## config.mk

```make
export PLATFORM = sky130hd
export DESIGN_NAME = larvaPeripherals
export DESIGN_NICKNAME = d
export VERILOG_FILES = /design/src/logic/larvaPkg.sv /design/src/logic/uartIf.sv /design/src/logic/apbRegisterControl.sv /design/src/logic/uartTransmitter.sv /design/src/logic/uartReceiver.sv /design/src/logic/pwmGenerator.sv /design/src/logic/interruptController.sv /design/src/logic/larvaPeripherals.sv
export SDC_FILE = /design/constraint.sdc
export NUM_CORES = 1
export LEC_CHECK = 0
export ABC_AREA = 1
export BUFFER_PORTS_ARGS = -buffer_cell sky130_fd_sc_hd__buf_2
export CAP_MARGIN = 20
export CORE_MARGIN = 2
export CORE_UTILIZATION = 40
export CTS_CLUSTER_DIAMETER = 40
export CTS_CLUSTER_SIZE = 20
export DETAILED_ROUTE_END_ITERATION = 8
export HOLD_SLACK_MARGIN = 0.03
export PLACE_DENSITY = 0.58
export SLEW_MARGIN = 20
export SYNTH_ARGS = -nofsm -noshare
export SYNTH_HDL_FRONTEND = slang
export SYNTH_SLANG_ARGS = --single-unit
```

## constraint.sdc

```tcl
create_clock -name clk -period 4.4 [get_ports clk]
set_input_delay 0.88 -clock clk [delete_from_list [all_inputs] [get_ports clk]]
set_output_delay 0.88 -clock clk [all_outputs]
set_load 0.1 [all_outputs]
```

## src/logic/larvaPkg.sv

```systemverilog
`default_nettype none

package larvaPkg;

	////////////////////////////////////////////////////////////////////////////
	// Bus and payload widths

	typedef logic [31:0] word_t;      // APB data word
	typedef logic [7:0]  byte_t;      // UART character, PWM duty
	typedef logic [31:2] vector_t;    // Word address of a handler
	typedef logic [7:0]  ioAddr_t;    // Byte offset inside the I/O page
	typedef logic [2:0]  irqLines_t;  // 0 UART rx, 1 UART tx ready, 2 PWM

	// APB phase tracking
	typedef enum logic [1:0] {
		apbIdle,
		apbAccess,
		apbWait
	} apbState_t;

	////////////////////////////////////////////////////////////////////////////
	// Register map

	localparam ioAddr_t UART_DATA       = 8'h00;  // Tx on write, rx on read
	localparam ioAddr_t UART_STATUS     = 8'h04;
	localparam ioAddr_t PWM_DUTY        = 8'h20;
	localparam ioAddr_t TIMER           = 8'h60;  // Free-running count
	localparam ioAddr_t IRQ_ENABLE      = 8'hE0;
	localparam ioAddr_t IRQ_VECTOR_BASE = 8'hF0;  // Three vectors, one word apart

	// PWM counter length in clocks
	localparam word_t PWM_PERIOD = 32'd180;

	// Status word layout
	localparam int STAT_RX_VALID    = 0;
	localparam int STAT_TX_READY    = 1;
	localparam int STAT_FRAME_ERROR = 2;
	localparam int STAT_OVERRUN     = 3;
	localparam int STAT_PWM         = 4;

endpackage

`default_nettype wire

```

## src/logic/uartIf.sv

```systemverilog
`timescale 1ns/100ps
`default_nettype none

interface uartIf;
	import larvaPkg::*;

	byte_t txData;      // Character to send
	logic  txWrite;     // One-cycle load strobe
	logic  txReady;     // Transmitter idle
	logic  rxRead;      // One-cycle flag clear
	byte_t rxData;      // Last character received
	logic  rxValid;
	logic  rxOverrun;
	logic  rxFrameError;

	// Register side
	modport ctrl (
		output txData, txWrite, rxRead,
		input  txReady, rxData, rxValid, rxOverrun, rxFrameError
	);

	modport tx (input txData, txWrite, output txReady);

	modport rx (input rxRead, output rxData, rxValid, rxOverrun, rxFrameError);

endinterface

`default_nettype wire

```

## src/logic/apbRegisterControl.sv

```systemverilog
`timescale 1ns/100ps
`default_nettype none

module apbRegisterControl (
	input  logic                clk,
	input  logic                reset,
	input  logic                psel,
	input  logic                penable,
	input  logic                pwrite,
	input  larvaPkg::ioAddr_t   paddr,
	input  larvaPkg::word_t     pwdata,
	output larvaPkg::word_t     prdata,
	output logic                pready,
	uartIf.ctrl                 uart,
	input  logic                pwmIrq,
	output logic                dutyWrite,
	output logic                enableWrite,
	output logic                vectorWrite,
	output logic [1:0]          vectorIndex,
	output larvaPkg::word_t     wdata,
	input  larvaPkg::irqLines_t enable
);
	import larvaPkg::*;

	apbState_t state;
	apbState_t nextState;
	logic      accessPhase;   // psel and penable after a setup cycle
	logic      isUartData;
	logic      isVector;
	logic      stall;         // UART not ready, hold pready low
	logic      writeDone;
	logic      readDone;
	word_t     status;
	word_t     timer;

	////////////////////////////////////////////////////////////////////////////
	// Bus phase FSM

	always_ff @(posedge clk or posedge reset) begin
		if (reset)
			state <= apbIdle;
		else
			state <= nextState;
	end

	always_comb begin
		nextState = state;
		case (state)
			apbIdle:   if (psel && !penable) nextState = apbAccess;  // Setup seen
			apbAccess: begin
				if (!psel || pready)
					nextState = apbIdle;
				else if (stall)
					nextState = apbWait;
			end
			apbWait:   if (!psel || pready) nextState = apbIdle;
			default:   nextState = apbIdle;
		endcase
	end

	assign accessPhase = psel && penable && (state != apbIdle);

	// Address decode
	assign isUartData = (paddr == UART_DATA);
	assign isVector = (paddr[7:4] == IRQ_VECTOR_BASE[7:4]) && (paddr[1:0] == 2'b00)
		&& (paddr[3:2] != 2'b11);   // 0xF0, 0xF4, 0xF8 only

	// Back-pressure from the UART
	assign stall = isUartData && (pwrite ? !uart.txReady : !uart.rxValid);
	assign pready = accessPhase && !stall;

	////////////////////////////////////////////////////////////////////////////
	// Strobes, one cycle, on the completing edge

	assign writeDone = pready && pwrite;
	assign readDone = pready && !pwrite;

	assign uart.txWrite = writeDone && isUartData;
	assign uart.rxRead = readDone && isUartData;   // Clears valid and overrun
	assign dutyWrite = writeDone && (paddr == PWM_DUTY);
	assign enableWrite = writeDone && (paddr == IRQ_ENABLE);
	assign vectorWrite = writeDone && isVector;
	assign vectorIndex = paddr[3:2];

	assign uart.txData = pwdata[7:0];
	assign wdata = pwdata;

	////////////////////////////////////////////////////////////////////////////
	// Read side

	always_comb begin
		status = '0;
		status[STAT_RX_VALID] = uart.rxValid;
		status[STAT_TX_READY] = uart.txReady;
		status[STAT_FRAME_ERROR] = uart.rxFrameError;
		status[STAT_OVERRUN] = uart.rxOverrun;
		status[STAT_PWM] = pwmIrq;
	end

	always_comb begin
		prdata = '0;   // Unmapped reads
		case (paddr)
			UART_DATA:   prdata = {24'h0, uart.rxData};
			UART_STATUS: prdata = status;
			TIMER:       prdata = timer;
			IRQ_ENABLE:  prdata = {29'h0, enable};
			default:     prdata = '0;
		endcase
	end

	// Free-running timer
	always_ff @(posedge clk or posedge reset) begin
		if (reset)
			timer <= '0;
		else
			timer <= timer + 1'b1;
	end

endmodule

`default_nettype wire

```

## src/logic/uartTransmitter.sv

```systemverilog
`timescale 1ns/100ps
`default_nettype none

module uartTransmitter #(
	parameter int divider = 16   // Clocks per bit
) (
	input  logic clk,
	input  logic reset,
	uartIf.tx    uart,
	output logic txd
);

	localparam int divBits = (divider > 1) ? $clog2(divider) : 1;
	localparam logic [divBits-1:0] lastCount = divBits'(divider - 1);

	logic [divBits-1:0] baudCount;
	logic               baudTick;    // Last clock of a bit
	logic [8:0]         shifter;     // Start bit plus data, LSB goes out
	logic [3:0]         bitCount;    // Bits left, zero when idle
	logic               busy;

	assign baudTick = (baudCount == lastCount);

	// Baud divider, restarted by a write so bits line up with the load
	always_ff @(posedge clk or posedge reset) begin
		if (reset)
			baudCount <= '0;
		else if (uart.txWrite || baudTick)
			baudCount <= '0;
		else
			baudCount <= baudCount + 1'b1;
	end

	// Ones shift in behind the data and become the stop bit
	always_ff @(posedge clk or posedge reset) begin
		if (reset)
			shifter <= 9'h1FF;   // Line idles high
		else if (uart.txWrite)
			shifter <= {uart.txData, 1'b0};
		else if (baudTick)
			shifter <= {1'b1, shifter[8:1]};
	end

	// Start, eight data, stop
	always_ff @(posedge clk or posedge reset) begin
		if (reset)
			bitCount <= '0;
		else if (uart.txWrite)
			bitCount <= 4'd10;
		else if (busy && baudTick)
			bitCount <= bitCount - 1'b1;
	end

	assign busy = |bitCount;
	assign uart.txReady = !busy;
	assign txd = shifter[0];

endmodule

`default_nettype wire

```

## src/logic/uartReceiver.sv

```systemverilog
`timescale 1ns/100ps
`default_nettype none

module uartReceiver #(
	parameter int divider = 16   // Clocks per bit
) (
	input  logic clk,
	input  logic reset,
	uartIf.rx    uart,
	input  logic rxd
);

	localparam int divBits = (divider > 1) ? $clog2(divider) : 1;
	localparam logic [divBits-1:0] lastCount = divBits'(divider - 1);
	localparam logic [divBits-1:0] halfCount = divBits'(divider / 2 - 1);

	logic [1:0]         rxSync;      // Two flops against metastability
	logic               rxEdge;
	logic [divBits-1:0] baudCount;
	logic               sampleTick;  // Middle of a bit
	logic [9:0]         shifter;
	logic               frameDone;
	logic [8:0]         rxBuffer;    // Data and stop bit
	logic [1:0]         history;     // {overrun, valid}

	always_ff @(posedge clk or posedge reset) begin
		if (reset)
			rxSync <= 2'b11;
		else
			rxSync <= {rxSync[0], rxd};
	end

	assign rxEdge = rxSync[1] ^ rxSync[0];

	////////////////////////////////////////////////////////////////////////////
	// Bit timing, realigned on every line transition

	always_ff @(posedge clk or posedge reset) begin
		if (reset)
			baudCount <= '0;
		else if (rxEdge || (baudCount == lastCount))
			baudCount <= '0;
		else
			baudCount <= baudCount + 1'b1;
	end

	assign sampleTick = (baudCount == halfCount);

	// Frame is complete once the start bit reaches the LSB
	assign frameDone = !shifter[0];

	always_ff @(posedge clk or posedge reset) begin
		if (reset)
			shifter <= '1;
		else if (frameDone)
			shifter <= '1;   // Rearm for the next start bit
		else if (sampleTick)
			shifter <= {rxSync[1], shifter[9:1]};
	end

	always_ff @(posedge clk) begin
		if (frameDone)
			rxBuffer <= shifter[9:1];
	end

	// A second frame before a read shifts valid into overrun
	always_ff @(posedge clk or posedge reset) begin
		if (reset)
			history <= '0;
		else if (frameDone)
			history <= {history[0], 1'b1};
		else if (uart.rxRead)
			history <= '0;
	end

	assign uart.rxData = rxBuffer[7:0];
	assign uart.rxValid = history[0];
	assign uart.rxOverrun = history[1];
	assign uart.rxFrameError = history[0] && !rxBuffer[8];   // Stop bit seen low

endmodule

`default_nettype wire

```

## src/logic/pwmGenerator.sv

```systemverilog
`timescale 1ns/100ps
`default_nettype none

module pwmGenerator (
	input  logic            clk,
	input  logic            reset,
	input  logic            dutyWrite,
	input  larvaPkg::word_t wdata,
	output logic            pwmOut,
	output logic            pwmIrq
);
	import larvaPkg::*;

	localparam byte_t lastCount = byte_t'(PWM_PERIOD - 1);

	byte_t count;        // 0 .. 179
	byte_t pendingDuty;  // Written by the host
	byte_t activeDuty;   // Used by the comparator
	logic  terminal;
	logic  zeroCount;

	assign terminal = (count == lastCount);
	assign zeroCount = (count == '0);

	always_ff @(posedge clk or posedge reset) begin
		if (reset) begin
			count <= '0;
			pendingDuty <= '0;
			activeDuty <= '0;
			pwmOut <= 1'b0;
			pwmIrq <= 1'b0;
		end else begin
			count <= terminal ? '0 : count + 1'b1;
			if (dutyWrite)
				pendingDuty <= wdata[7:0];
			if (terminal)
				activeDuty <= pendingDuty;   // New duty from the next period
			// Compare wins, so duty 0 keeps the pin low
			if (count == activeDuty)
				pwmOut <= 1'b0;
			else if (zeroCount)
				pwmOut <= 1'b1;
			// Flag rises as the count wraps to 0
			if (terminal)
				pwmIrq <= 1'b1;
			else if (dutyWrite)
				pwmIrq <= 1'b0;
		end
	end

endmodule

`default_nettype wire

```

## src/logic/interruptController.sv

```systemverilog
`timescale 1ns/100ps
`default_nettype none

module interruptController (
	input  logic                clk,
	input  logic                reset,
	input  logic                enableWrite,
	input  logic                vectorWrite,
	input  logic [1:0]          vectorIndex,
	input  larvaPkg::word_t     wdata,
	input  larvaPkg::irqLines_t sources,
	output larvaPkg::irqLines_t enable,
	output logic                irq,
	output larvaPkg::vector_t   ivector
);
	import larvaPkg::*;

	vector_t   vectorTable [3];   // One handler address per source
	irqLines_t pending;

	always_ff @(posedge clk or posedge reset) begin
		if (reset)
			enable <= '0;
		else if (enableWrite)
			enable <= irqLines_t'(wdata);
	end

	always_ff @(posedge clk) begin
		if (vectorWrite)
			vectorTable[vectorIndex] <= wdata[31:2];   // Word address only
	end

	assign pending = sources & enable;
	assign irq = |pending;

	////////////////////////////////////////////////////////////////////////////
	// Fixed priority over the raw flags, source 0 first

	always_comb begin
		if (sources[0])
			ivector = vectorTable[0];   // UART rx
		else if (sources[1])
			ivector = vectorTable[1];   // UART tx ready
		else
			ivector = vectorTable[2];   // PWM, also the idle value
	end

endmodule

`default_nettype wire

```

## src/logic/larvaPeripherals.sv

```systemverilog
`timescale 1ns/100ps
`default_nettype none

module larvaPeripherals #(
	parameter int clkFreq  = 24000000,
	parameter int baudRate = 115200
) (
	input  logic              clk,
	input  logic              reset,
	input  logic              psel,
	input  logic              penable,
	input  logic              pwrite,
	input  larvaPkg::ioAddr_t paddr,
	input  larvaPkg::word_t   pwdata,
	output larvaPkg::word_t   prdata,
	output logic              pready,
	input  logic              rxd,
	output logic              txd,
	output logic              pwmOut,
	output logic              irq,
	output larvaPkg::vector_t ivector
);
	import larvaPkg::*;

	// Clocks per bit, rounded to nearest
	localparam int divider = (clkFreq + baudRate / 2) / baudRate;

	logic      pwmIrq;
	logic      dutyWrite;
	logic      enableWrite;
	logic      vectorWrite;
	logic [1:0] vectorIndex;
	word_t     wdata;
	irqLines_t enable;

	uartIf uartBus ();

	apbRegisterControl control (
		.clk        (clk),
		.reset      (reset),
		.psel       (psel),
		.penable    (penable),
		.pwrite     (pwrite),
		.paddr      (paddr),
		.pwdata     (pwdata),
		.prdata     (prdata),
		.pready     (pready),
		.uart       (uartBus.ctrl),
		.pwmIrq     (pwmIrq),
		.dutyWrite  (dutyWrite),
		.enableWrite(enableWrite),
		.vectorWrite(vectorWrite),
		.vectorIndex(vectorIndex),
		.wdata      (wdata),
		.enable     (enable)
	);

	uartTransmitter #(.divider(divider)) transmitter (
		.clk  (clk),
		.reset(reset),
		.uart (uartBus.tx),
		.txd  (txd)
	);

	uartReceiver #(.divider(divider)) receiver (
		.clk  (clk),
		.reset(reset),
		.uart (uartBus.rx),
		.rxd  (rxd)
	);

	pwmGenerator pwm (
		.clk      (clk),
		.reset    (reset),
		.dutyWrite(dutyWrite),
		.wdata    (wdata),
		.pwmOut   (pwmOut),
		.pwmIrq   (pwmIrq)
	);

	// Sources in priority order, rx first
	interruptController interrupts (
		.clk        (clk),
		.reset      (reset),
		.enableWrite(enableWrite),
		.vectorWrite(vectorWrite),
		.vectorIndex(vectorIndex),
		.wdata      (wdata),
		.sources    ({pwmIrq, uartBus.txReady, uartBus.rxValid}),
		.enable     (enable),
		.irq        (irq),
		.ivector    (ivector)
	);

endmodule

`default_nettype wire

```

==> flow_summary.yaml, run 1 <==
run_status:
  outcome: "finished, final reports clean"
floorplan:
  placeableCoreArea_sq_um: 22000
  rows: 54
  fp.dieH_um: 154
  die_x_um: 154
  die-area_sq_um: 23700
  start_util_pct: 41.0
  boundaryPins: 112
finish:
  layout-drive-gt1-share_pct: 21.1
  fin_nets: 1082
  layout_common_cells: "nand2_1 (225), nor2_1 (114), buf_2 (111)"
  mostFrequentLayoutCell: "nand2_1"
  final_cells: 1332
  area_delta_synth_final_pct: 22.2
  diodes: 0
placed_design:
  port_buffers: 111
  place_congestion: 0.851
  dpl.cell_count: 1277
  post-dp-hpwl_um: 13300
sta:
  finalCriticalPeriod_ns: 3.41
  maxSlewViolCount: 0
  max_freq_mhz: 293
  tns_ns: 0
  finalSetupViolCount: 0
  finalHoldViolCount: 0
  period_share_pct: 77.5
  finalClockSkew_ns: 0.0115
  relSlewSlack_pct: 39.0
  tightestPinTransition_ns: 0.911
  rsz0062_at_grt: "false"
critical_path:
  startpoint_type: "input pin"
  path_max_fanout: 31
  path_class: "input pin to primary output"
  worstPathRequired_ns: 3.52
  cp-end-kind: "primary output"
  worst_ep_arrival_time_ns: 2.53
  reg2reg_setup_slack_ns: 1.49
hold_path:
  hp-class: "flip-flop to flip-flop"
cts:
  postCtsResizedCells: 0
  htreeDepth: 1
  cts-root-buf: "clkbuf_16"
  clk_path_buf_depth: 3
  cts_hold_buf: 0
  clk_latency_ns: 0.54
  cts.clk_slew.worst_paths_ns: 0.05
  cts_sinks: 205
  numCtsBuffers: 30
  tritoncts: "built"
  post_cts_buffers: 0
synth:
  avgSynthCellArea_sq_um: 10.0
  yosysUniqueCellTypes: 37
  syn_area_sq_um: 9000
  yosysSeqAreaShare_pct: 62.8
  ys_seq_elements: 205
  synth_warnings: 0
  syn-num-nets: 951
  syn_inst: 898
global_routing:
  grt_usage_pct: 17.0
  gr-total-overflow: 0
  antenna_found_initial: 0
  first_global_vias: 6548
  grt_pass1_wl_um: 32800
  grt_max_degree: 61
routing:
  ant_nets: 0
  dr.first_iter.drc_count: 384
  vias_per_cell: 4.86
  vias: 6475
  drc: 0
  wl_per_cell_um: 14.7
  drtPass1Iterations: 5
  routed_wl_um: 19600
run:
  drv_cap: 0
pwr:
  p_total_uw: 4830
  leakage_uw: 0.00490
  power_density_nw_per_um2: 439
  irDropWorstVdd_mv: 0.295
## flip-flops by register name (all words and copies together), names as in the netlist, 8 cells and up
register,flops
interrupts.vectorTable,90
control.timer,32
receiver.shifter,10
receiver.rxBuffer,9
transmitter.shifter,9
pwm.activeDuty,8
pwm.count,8
pwm.pendingDuty,8
receiver.baudCount,8
transmitter.baudCount,8
## path summary, 6_finish.rpt
| path | startpoint | to | cells after the start |
|---|---|---|---|
| min in group asynchronous | reset | pwm.pwmOut$_DFFE_PP0P_ | 2 |
| max reg2reg | transmitter.bitCount[0]$_DFFE_PP0P_ | interrupts.vectorTable[2][28]$_DFFE_PP_ | 12 |
| max | paddr[3] | prdata[1] | 10 |
| min reg2reg | receiver.rxSync[0]$_DFF_PP1_ | receiver.rxSync[1]$_DFF_PP1_ | 0 |
| max in group asynchronous | reset | receiver.rxSync[0]$_DFF_PP1_ | 3 |
| min | receiver.rxSync[0]$_DFF_PP1_ | receiver.rxSync[1]$_DFF_PP1_ | 0 |
## per-stage QoR
stage / area (sq um) / util (%) / worst slack, ns / hold WS (ns)
3_3_place_gp: 9880 / 45.0 / 0.968 / 0.371
6_report: 11000 / 50.1 / 0.991 / 0.376
4_1_cts: 11000 / 50.1 / 0.945 / 0.368
5_1_grt: 11000 / 50.1 / 0.815 / 0.371
2_1_floorplan: 9000 / - / -0.103 / 0.360
3_5_place_dp: 9880 / 45.0 / 0.955 / 0.376
## layer usage
layer / GRT usage [%] / routed length, um / up-vias
met5: 0 / 0 / -
met4: 4.01 / 340 / 0
met3: 2.93 / 910 / 27
met2: 27.5 / 8960 / 138
met1: 23.9 / 9350 / 3083
li1: - / - / 3227
## logic make-up after synthesis
logic type / after synthesis / synth area share [%]
adder cells (fa/ha/maj): 7 / 0.974
flip-flops: 205 / 62.8
buffers and inverters: 118 / 5.28
AND/OR/NAND/NOR: 452 / 21.5
XOR/XNOR: 47 / 4.58
AO/OA/AOI/OAI: 69 / 4.87
## worst max-delay path, stage by stage
cell,delay [ns]
buf_2,0.13
nor2_2,0.21
nand2_2,0.14
inv_1,0.11
nand2_1,0.06
buf_4,0.23
o21ai_0,0.18
a21oi_1,0.07
o21ai_0,0.08
buf_2,0.45
## final cells by class
type | instances | area (sq um)
Timing Repair Buffer | 122 | 638
Fill cell | 2013 | 11000
Clock buffer | 34 | 776
Multi-Input combinational cell | 575 | 2880
Sequential cell | 205 | 5650
Inverter | 95 | 359
Tap cell | 280 | 350
Clock inverter | 21 | 339
## power breakdown
part	leakage [uW]	internal, uW	switching (uW)
logic	0.00211	47.4	106
registers	0.00224	2050	27.1
clock network	0.000545	1740	862
## cell usage after synthesis (all sizes together)
cell       n  area, sq um
buf        9         66.3
clkinv     1         3.75
dfrtp     85         2130
xor2      34          298
a22oi      8         60.1
nand3     45          225
a21boi     1         7.51
inv       94          353
o2111ai    2         17.5
nand4     17          113
and3       1         6.26
nor3b      2         15.0
dfstp     21          552
nand2    232          898
ha         7         87.6
a31oi     31          194
nor4       1         21.3
edfxtp    99         2970
o21ai     15         90.1
xnor2     13          114
a21oi     10         53.8
o211ai     2         15.0
nor2     121          488
nor3      33          165
clkbuf    14         52.6
Note: power is estimated with default switching activity, not from simulation.
==> inputs of run 2 (changes only) <==
Settings changed: PLACE_DENSITY 0.58 to 0.6.
Clock period 4.4 ns to 3 ns, I/O delays scaled along.
==> flow_summary.yaml, run 2 (synthesis gave the netlist of run 1 again) <==
run_status:
  outcome: "finished, final reports clean"
finish:
  layout-drive-gt1-share_pct: 27.0
  area_delta_synth_final_pct: 36.3
  layout_common_cells: "nand2_1 (225), edfxtp_1 (99), nor2_1 (90)"
  largest_register_ffs: 90
  reg_top3: "interrupts.vectorTable: 90 flops, control.timer: 32 flops, receiver.shifter: 10 flops"
  mostFrequentLayoutCell: "nand2_1"
  final_area_sq_um: 12300
  fin_nets: 1086
  top_register: "interrupts.vectorTable"
  diodes: 0
sta:
  finalSetupViolCount: 0
  rsz0062_at_grt: "false"
  layout_setup_ws_ns: 0.160
  period_share_pct: 94.7
  relSlewSlack_pct: 42.8
  max_freq_mhz: 352
  finalCriticalPeriod_ns: 2.84
  finalClockSkew_ns: 0.0176
  tns_ns: 0
  finalHoldViolCount: 0
  maxSlewViolCount: 0
  tightestPinTransition_ns: 0.855
placed_design:
  place_congestion: 0.935
  dpl-instance-area_sq_um: 11200
  place_ws_ns: 0.481
  post-dp-hpwl_um: 13700
  port_buffers: 111
critical_path:
  cpPeakStageDelay_ns: 0.37
  worstPathRequired_ns: 2.40
  reg2reg_to: "interrupts.vectorTable[0][17]$_DFFE_PP_"
  critPathSlowestCell: "dfrtp_1"
  startpoint_type: "flip-flop"
  cp-endpoint: "ivector[2]"
  critPathLaunch: "transmitter.bitCount[0]$_DFFE_PP0P_"
  crit_cells: 7
  critPathTopFamily: "buffers and inverters"
  path_max_fanout: 19
  path_class: "flip-flop to primary output"
  worstPathBufferInverterCount: 3
  r2r_cells: 11
  reg2reg_setup_slack_ns: 0.77
  path_cells: "inv_1 > ha_1 > nand2_2 > buf_4 > nand2_1 > a31oi_2 > buf_12"
  cp-end-kind: "primary output"
  worst_ep_arrival_time_ns: 2.24
  reg2reg_from: "transmitter.bitCount[0]$_DFFE_PP0P_"
pwr:
  netSwitchingFraction_pct: 21.4
  p_int_uw: 5440
  leakage_uw: 0.00519
  p_total_uw: 6920
  seqPwrFrac_pct: 43.9
  power_density_nw_per_um2: 565
  irDropWorstVdd_mv: 0.502
  clockPowerShare_pct: 52.6
  comb_power_share_pct: 3.5
  switching_power_uw: 1480
cts:
  tritoncts: "built"
  htreeDepth: 1
  cts.clk_slew.worst_paths_ns: 0.05
  cts-root-buf: "clkbuf_16"
  cts_hold_buf: 0
  clk_path_buf_depth: 3
  clk_latency_ns: 0.53
  postCtsResizedCells: 0
  cts_sinks: 205
  numCtsBuffers: 30
  post_cts_buffers: 0
global_routing:
  gr-total-overflow: 0
  first_global_vias: 6394
  grt_usage_pct: 16.8
  antenna_found_initial: 0
  grt_max_degree: 62
  grt_pass1_wl_um: 32400
hold_path:
  hp-class: "input pin to asynchronous set/reset pin"
routing:
  highest_layer: "met4"
  ant_nets: 0
  drtPass1Iterations: 5
  vias_per_cell: 4.91
  routed_wl_um: 19800
  wl_met2_um: 9430
  dr.first_iter.drc_count: 424
  routed-wl-met3_um: 901
  drc: 0
  wl_per_cell_um: 14.8
  wl_met1_um: 9050
  vias: 6559
floorplan:
  start_util_pct: 41.0
  placeableCoreArea_sq_um: 22000
  rows: 54
  die_x_um: 154
  fp.dieH_um: 154
  boundaryPins: 112
  die-area_sq_um: 23700
run:
  drv_cap: 0
run 2: worst min-delay path by stage:
stage                                 start                      endpoint  slack [ns]
2_1_floorplan  receiver.rxSync[0]$_DFF_PP1_  receiver.rxSync[1]$_DFF_PP1_        0.36
3_3_place_gp   receiver.rxSync[0]$_DFF_PP1_  receiver.rxSync[1]$_DFF_PP1_        0.36
3_5_place_dp   receiver.rxSync[0]$_DFF_PP1_  receiver.rxSync[1]$_DFF_PP1_        0.37
4_1_cts                               reset   control.timer[20]$_DFF_PP0_        0.16
5_1_grt                                 rxd  receiver.rxSync[0]$_DFF_PP1_        0.17
6_report                              reset    control.timer[6]$_DFF_PP0_        0.15
run 2: through the flow:
step | hold slack, ns | utilization [%] | cells
3_5_place_dp | 0.366 | 51.0 | 1281
2_1_floorplan | 0.360 | - | 898
4_1_cts | 0.157 | 55.8 | 1337
3_3_place_gp | 0.364 | 51.0 | 1281
6_report | 0.150 | 55.8 | 1337
5_1_grt | 0.172 | 55.8 | 1337
run 2: power by group through the flow:
stage | combinational (uW) | clock (uW) | sequential (uW)
after detailed placement | 245 | 0 | 3090
final | 243 | 3640 | 3040
after floorplan | 148 | 0 | 3080
after global placement | 241 | 0 | 3090
after global routing | 275 | 3840 | 3040
after CTS | 247 | 3700 | 3040
run 2: worst reg2reg max path, stage by stage, from the launching register on:
cell	delay [ns]
dfrtp_1	0.40
inv_1	0.09
ha_1	0.16
nand2_2	0.15
nand2_1	0.10
nand2_1	0.06
nand2_2	0.10
nand2_4	0.08
nor2_8	0.18
nand2_1	0.15
nor3_2	0.20
buf_12	0.25
run 2: cell type report:
| type | count | area [sq um] |
|---|---|---|
| Multi-Input combinational cell | 575 | 3150 |
| Fill cell | 1832 | 9700 |
| Inverter | 95 | 360 |
| Sequential cell | 205 | 5650 |
| Tap cell | 280 | 350 |
| Clock buffer | 35 | 801 |
| Clock inverter | 21 | 264 |
| Timing Repair Buffer | 126 | 1680 |
run 2: per-layer routing:
layer  GRT usage, %  vias to the layer above
li1               -                     3248
met1           23.4                     3142
met2           27.8                      142
met3           2.54                       27
met4           4.36                        0
met5              0                        -
==> inputs of run 3 (changes only) <==
Settings changed: CELL_PAD_IN_SITES_DETAIL_PLACEMENT set to 1, CELL_PAD_IN_SITES_GLOBAL_PLACEMENT set to 2, CORE_UTILIZATION 40 to 33, PLACE_DENSITY 0.6 to 0.74.
==> flow_summary.yaml, run 3 (synthesis gave the netlist of run 1 again) <==
finish:
  area_delta_synth_final_pct: 38.9
  mostFrequentLayoutCell: "nand2_1"
  layout-drive-gt1-share_pct: 27.8
  largest_register_ffs: 90
  fin_nets: 1094
  layout_common_cells: "nand2_1 (225), edfxtp_1 (99), nor2_1 (90)"
  reg_top3: "interrupts.vectorTable: 90 flops, control.timer: 32 flops, receiver.shifter: 10 flops"
  top_register: "interrupts.vectorTable"
  final_area_sq_um: 12500
sta:
  finalHoldViolCount: 0
  relSlewSlack_pct: 44.5
  max_freq_mhz: 349
  tightestPinTransition_ns: 0.829
  layout_setup_ws_ns: 0.137
  finalCriticalPeriod_ns: 2.86
  maxSlewViolCount: 0
  rsz0062_at_grt: "false"
  finalSetupViolCount: 0
  finalClockSkew_ns: 0.0176
  period_share_pct: 95.4
global_routing:
  gr-total-overflow: 0
  first_global_vias: 7143
  grt_pass1_wl_um: 38100
  grt_max_degree: 76
  grt_usage_pct: 16.8
  antenna_found_initial: 2
cts:
  numCtsBuffers: 36
  cts_sinks: 205
  tritoncts: "built"
  clk_path_buf_depth: 3
  htreeDepth: 2
  post_cts_buffers: 0
  cts-root-buf: "clkbuf_16"
  clk_latency_ns: 0.51
  cts.clk_slew.worst_paths_ns: 0.05
  cts_hold_buf: 0
  postCtsResizedCells: 1
floorplan:
  placeableCoreArea_sq_um: 26900
  rows: 60
  start_util_pct: 33.5
  die-area_sq_um: 28600
  die_x_um: 169
  boundaryPins: 112
  fp.dieH_um: 169
run:
  drv_cap: 0
pwr:
  seqPwrFrac_pct: 41.4
  netSwitchingFraction_pct: 22.5
  leakage_uw: 0.00529
  p_int_uw: 5690
  comb_power_share_pct: 3.4
  irDropWorstVdd_mv: 0.407
  switching_power_uw: 1660
  power_density_nw_per_um2: 588
  clockPowerShare_pct: 55.2
hold_path:
  min_path_cells: 1
  hp-class: "input pin to flip-flop"
critical_path:
  reg2reg_setup_slack_ns: 0.59
  cp-end-kind: "primary output"
  critPathLaunch: "transmitter.bitCount[0]$_DFFE_PP0P_"
  cp-endpoint: "ivector[2]"
  worst_ep_arrival_time_ns: 2.26
  startpoint_type: "flip-flop"
  reg2reg_from: "transmitter.bitCount[0]$_DFFE_PP0P_"
  path_max_fanout: 17
  r2r_cells: 11
  worstPathRequired_ns: 2.40
  path_class: "flip-flop to primary output"
  reg2reg_to: "interrupts.vectorTable[2][3]$_DFFE_PP_"
routing:
  drc: 0
  ant_nets: 0
  vias_per_cell: 4.75
  drtPass1Iterations: 4
  dr.first_iter.drc_count: 299
  vias: 6703
  routed_wl_um: 23100
  wl_per_cell_um: 16.3
placed_design:
  post-dp-hpwl_um: 16100
  dpl-instance-area_sq_um: 11300
  place_congestion: 0.785
  place_ws_ns: 0.336
  port_buffers: 111
run_status:
  outcome: "finished, final reports clean"
run 3: routing by layer:
layer	up-vias	track usage, %	share of wire [%]	wire length (um)
met4	0	4.83	1.9	450
met3	36	3.20	4.4	1020
met5	-	0	0	0
li1	3254	-	-	-
met2	137	27.2	48	11000
met1	3276	23.1	46	10600
run 3: power groups by stage:
stage / combinational (uW) / sequential, uW / clock, uW
2_1_floorplan: 148 / 3080 / 0
3_3_place_gp: 248 / 3090 / 0
3_5_place_dp: 256 / 3090 / 0
4_1_cts: 256 / 3040 / 4150
5_1_grt: 283 / 3050 / 4270
6_report: 249 / 3040 / 4060
run 3: worst min-delay path by stage:
stage | from | slack, ns | end
2_1_floorplan | receiver.rxSync[0]$_DFF_PP1_ | 0.36 | receiver.rxSync[1]$_DFF_PP1_
3_3_place_gp | receiver.rxSync[0]$_DFF_PP1_ | 0.36 | receiver.rxSync[1]$_DFF_PP1_
4_1_cts | rxd | 0.18 | receiver.rxSync[0]$_DFF_PP1_
6_report | rxd | 0.20 | receiver.rxSync[0]$_DFF_PP1_
5_1_grt | rxd | 0.18 | receiver.rxSync[0]$_DFF_PP1_
3_5_place_dp | receiver.rxSync[0]$_DFF_PP1_ | 0.37 | receiver.rxSync[1]$_DFF_PP1_
run 3: area by class of cell:
| class | count | area [sq um] |
|---|---|---|
| Antenna cell | 2 | 5.00 |
| Clock buffer | 44 | 1010 |
| Clock inverter | 22 | 200 |
| Fill cell | 2892 | 14400 |
| Inverter | 95 | 360 |
| Multi-Input combinational cell | 575 | 3170 |
| Sequential cell | 205 | 5650 |
| Tap cell | 341 | 427 |
| Timing Repair Buffer | 128 | 1670 |
run 3: critical path: stages, from the launching register on:
cell     delay, ns
dfrtp_1       0.38
inv_1         0.08
ha_1          0.23
nand2_4       0.18
buf_4         0.28
nand2_1       0.09
a31oi_2       0.28
buf_12        0.22
run 3: metrics by stage:
stage / utilization [%] / setup TNS [ns] / total power, uW / std cells / hold slack (ns)
after floorplan: - / -46.41 / 3230 / 898 / 0.360
after global placement: 41.9 / 0 / 3340 / 1344 / 0.364
after detailed placement: 41.9 / 0 / 3350 / 1344 / 0.371
after CTS: 46.4 / 0 / 7450 / 1410 / 0.180
after global routing: 46.5 / 0 / 7600 / 1410 / 0.182
final: 46.5 / 0 / 7350 / 1412 / 0.202
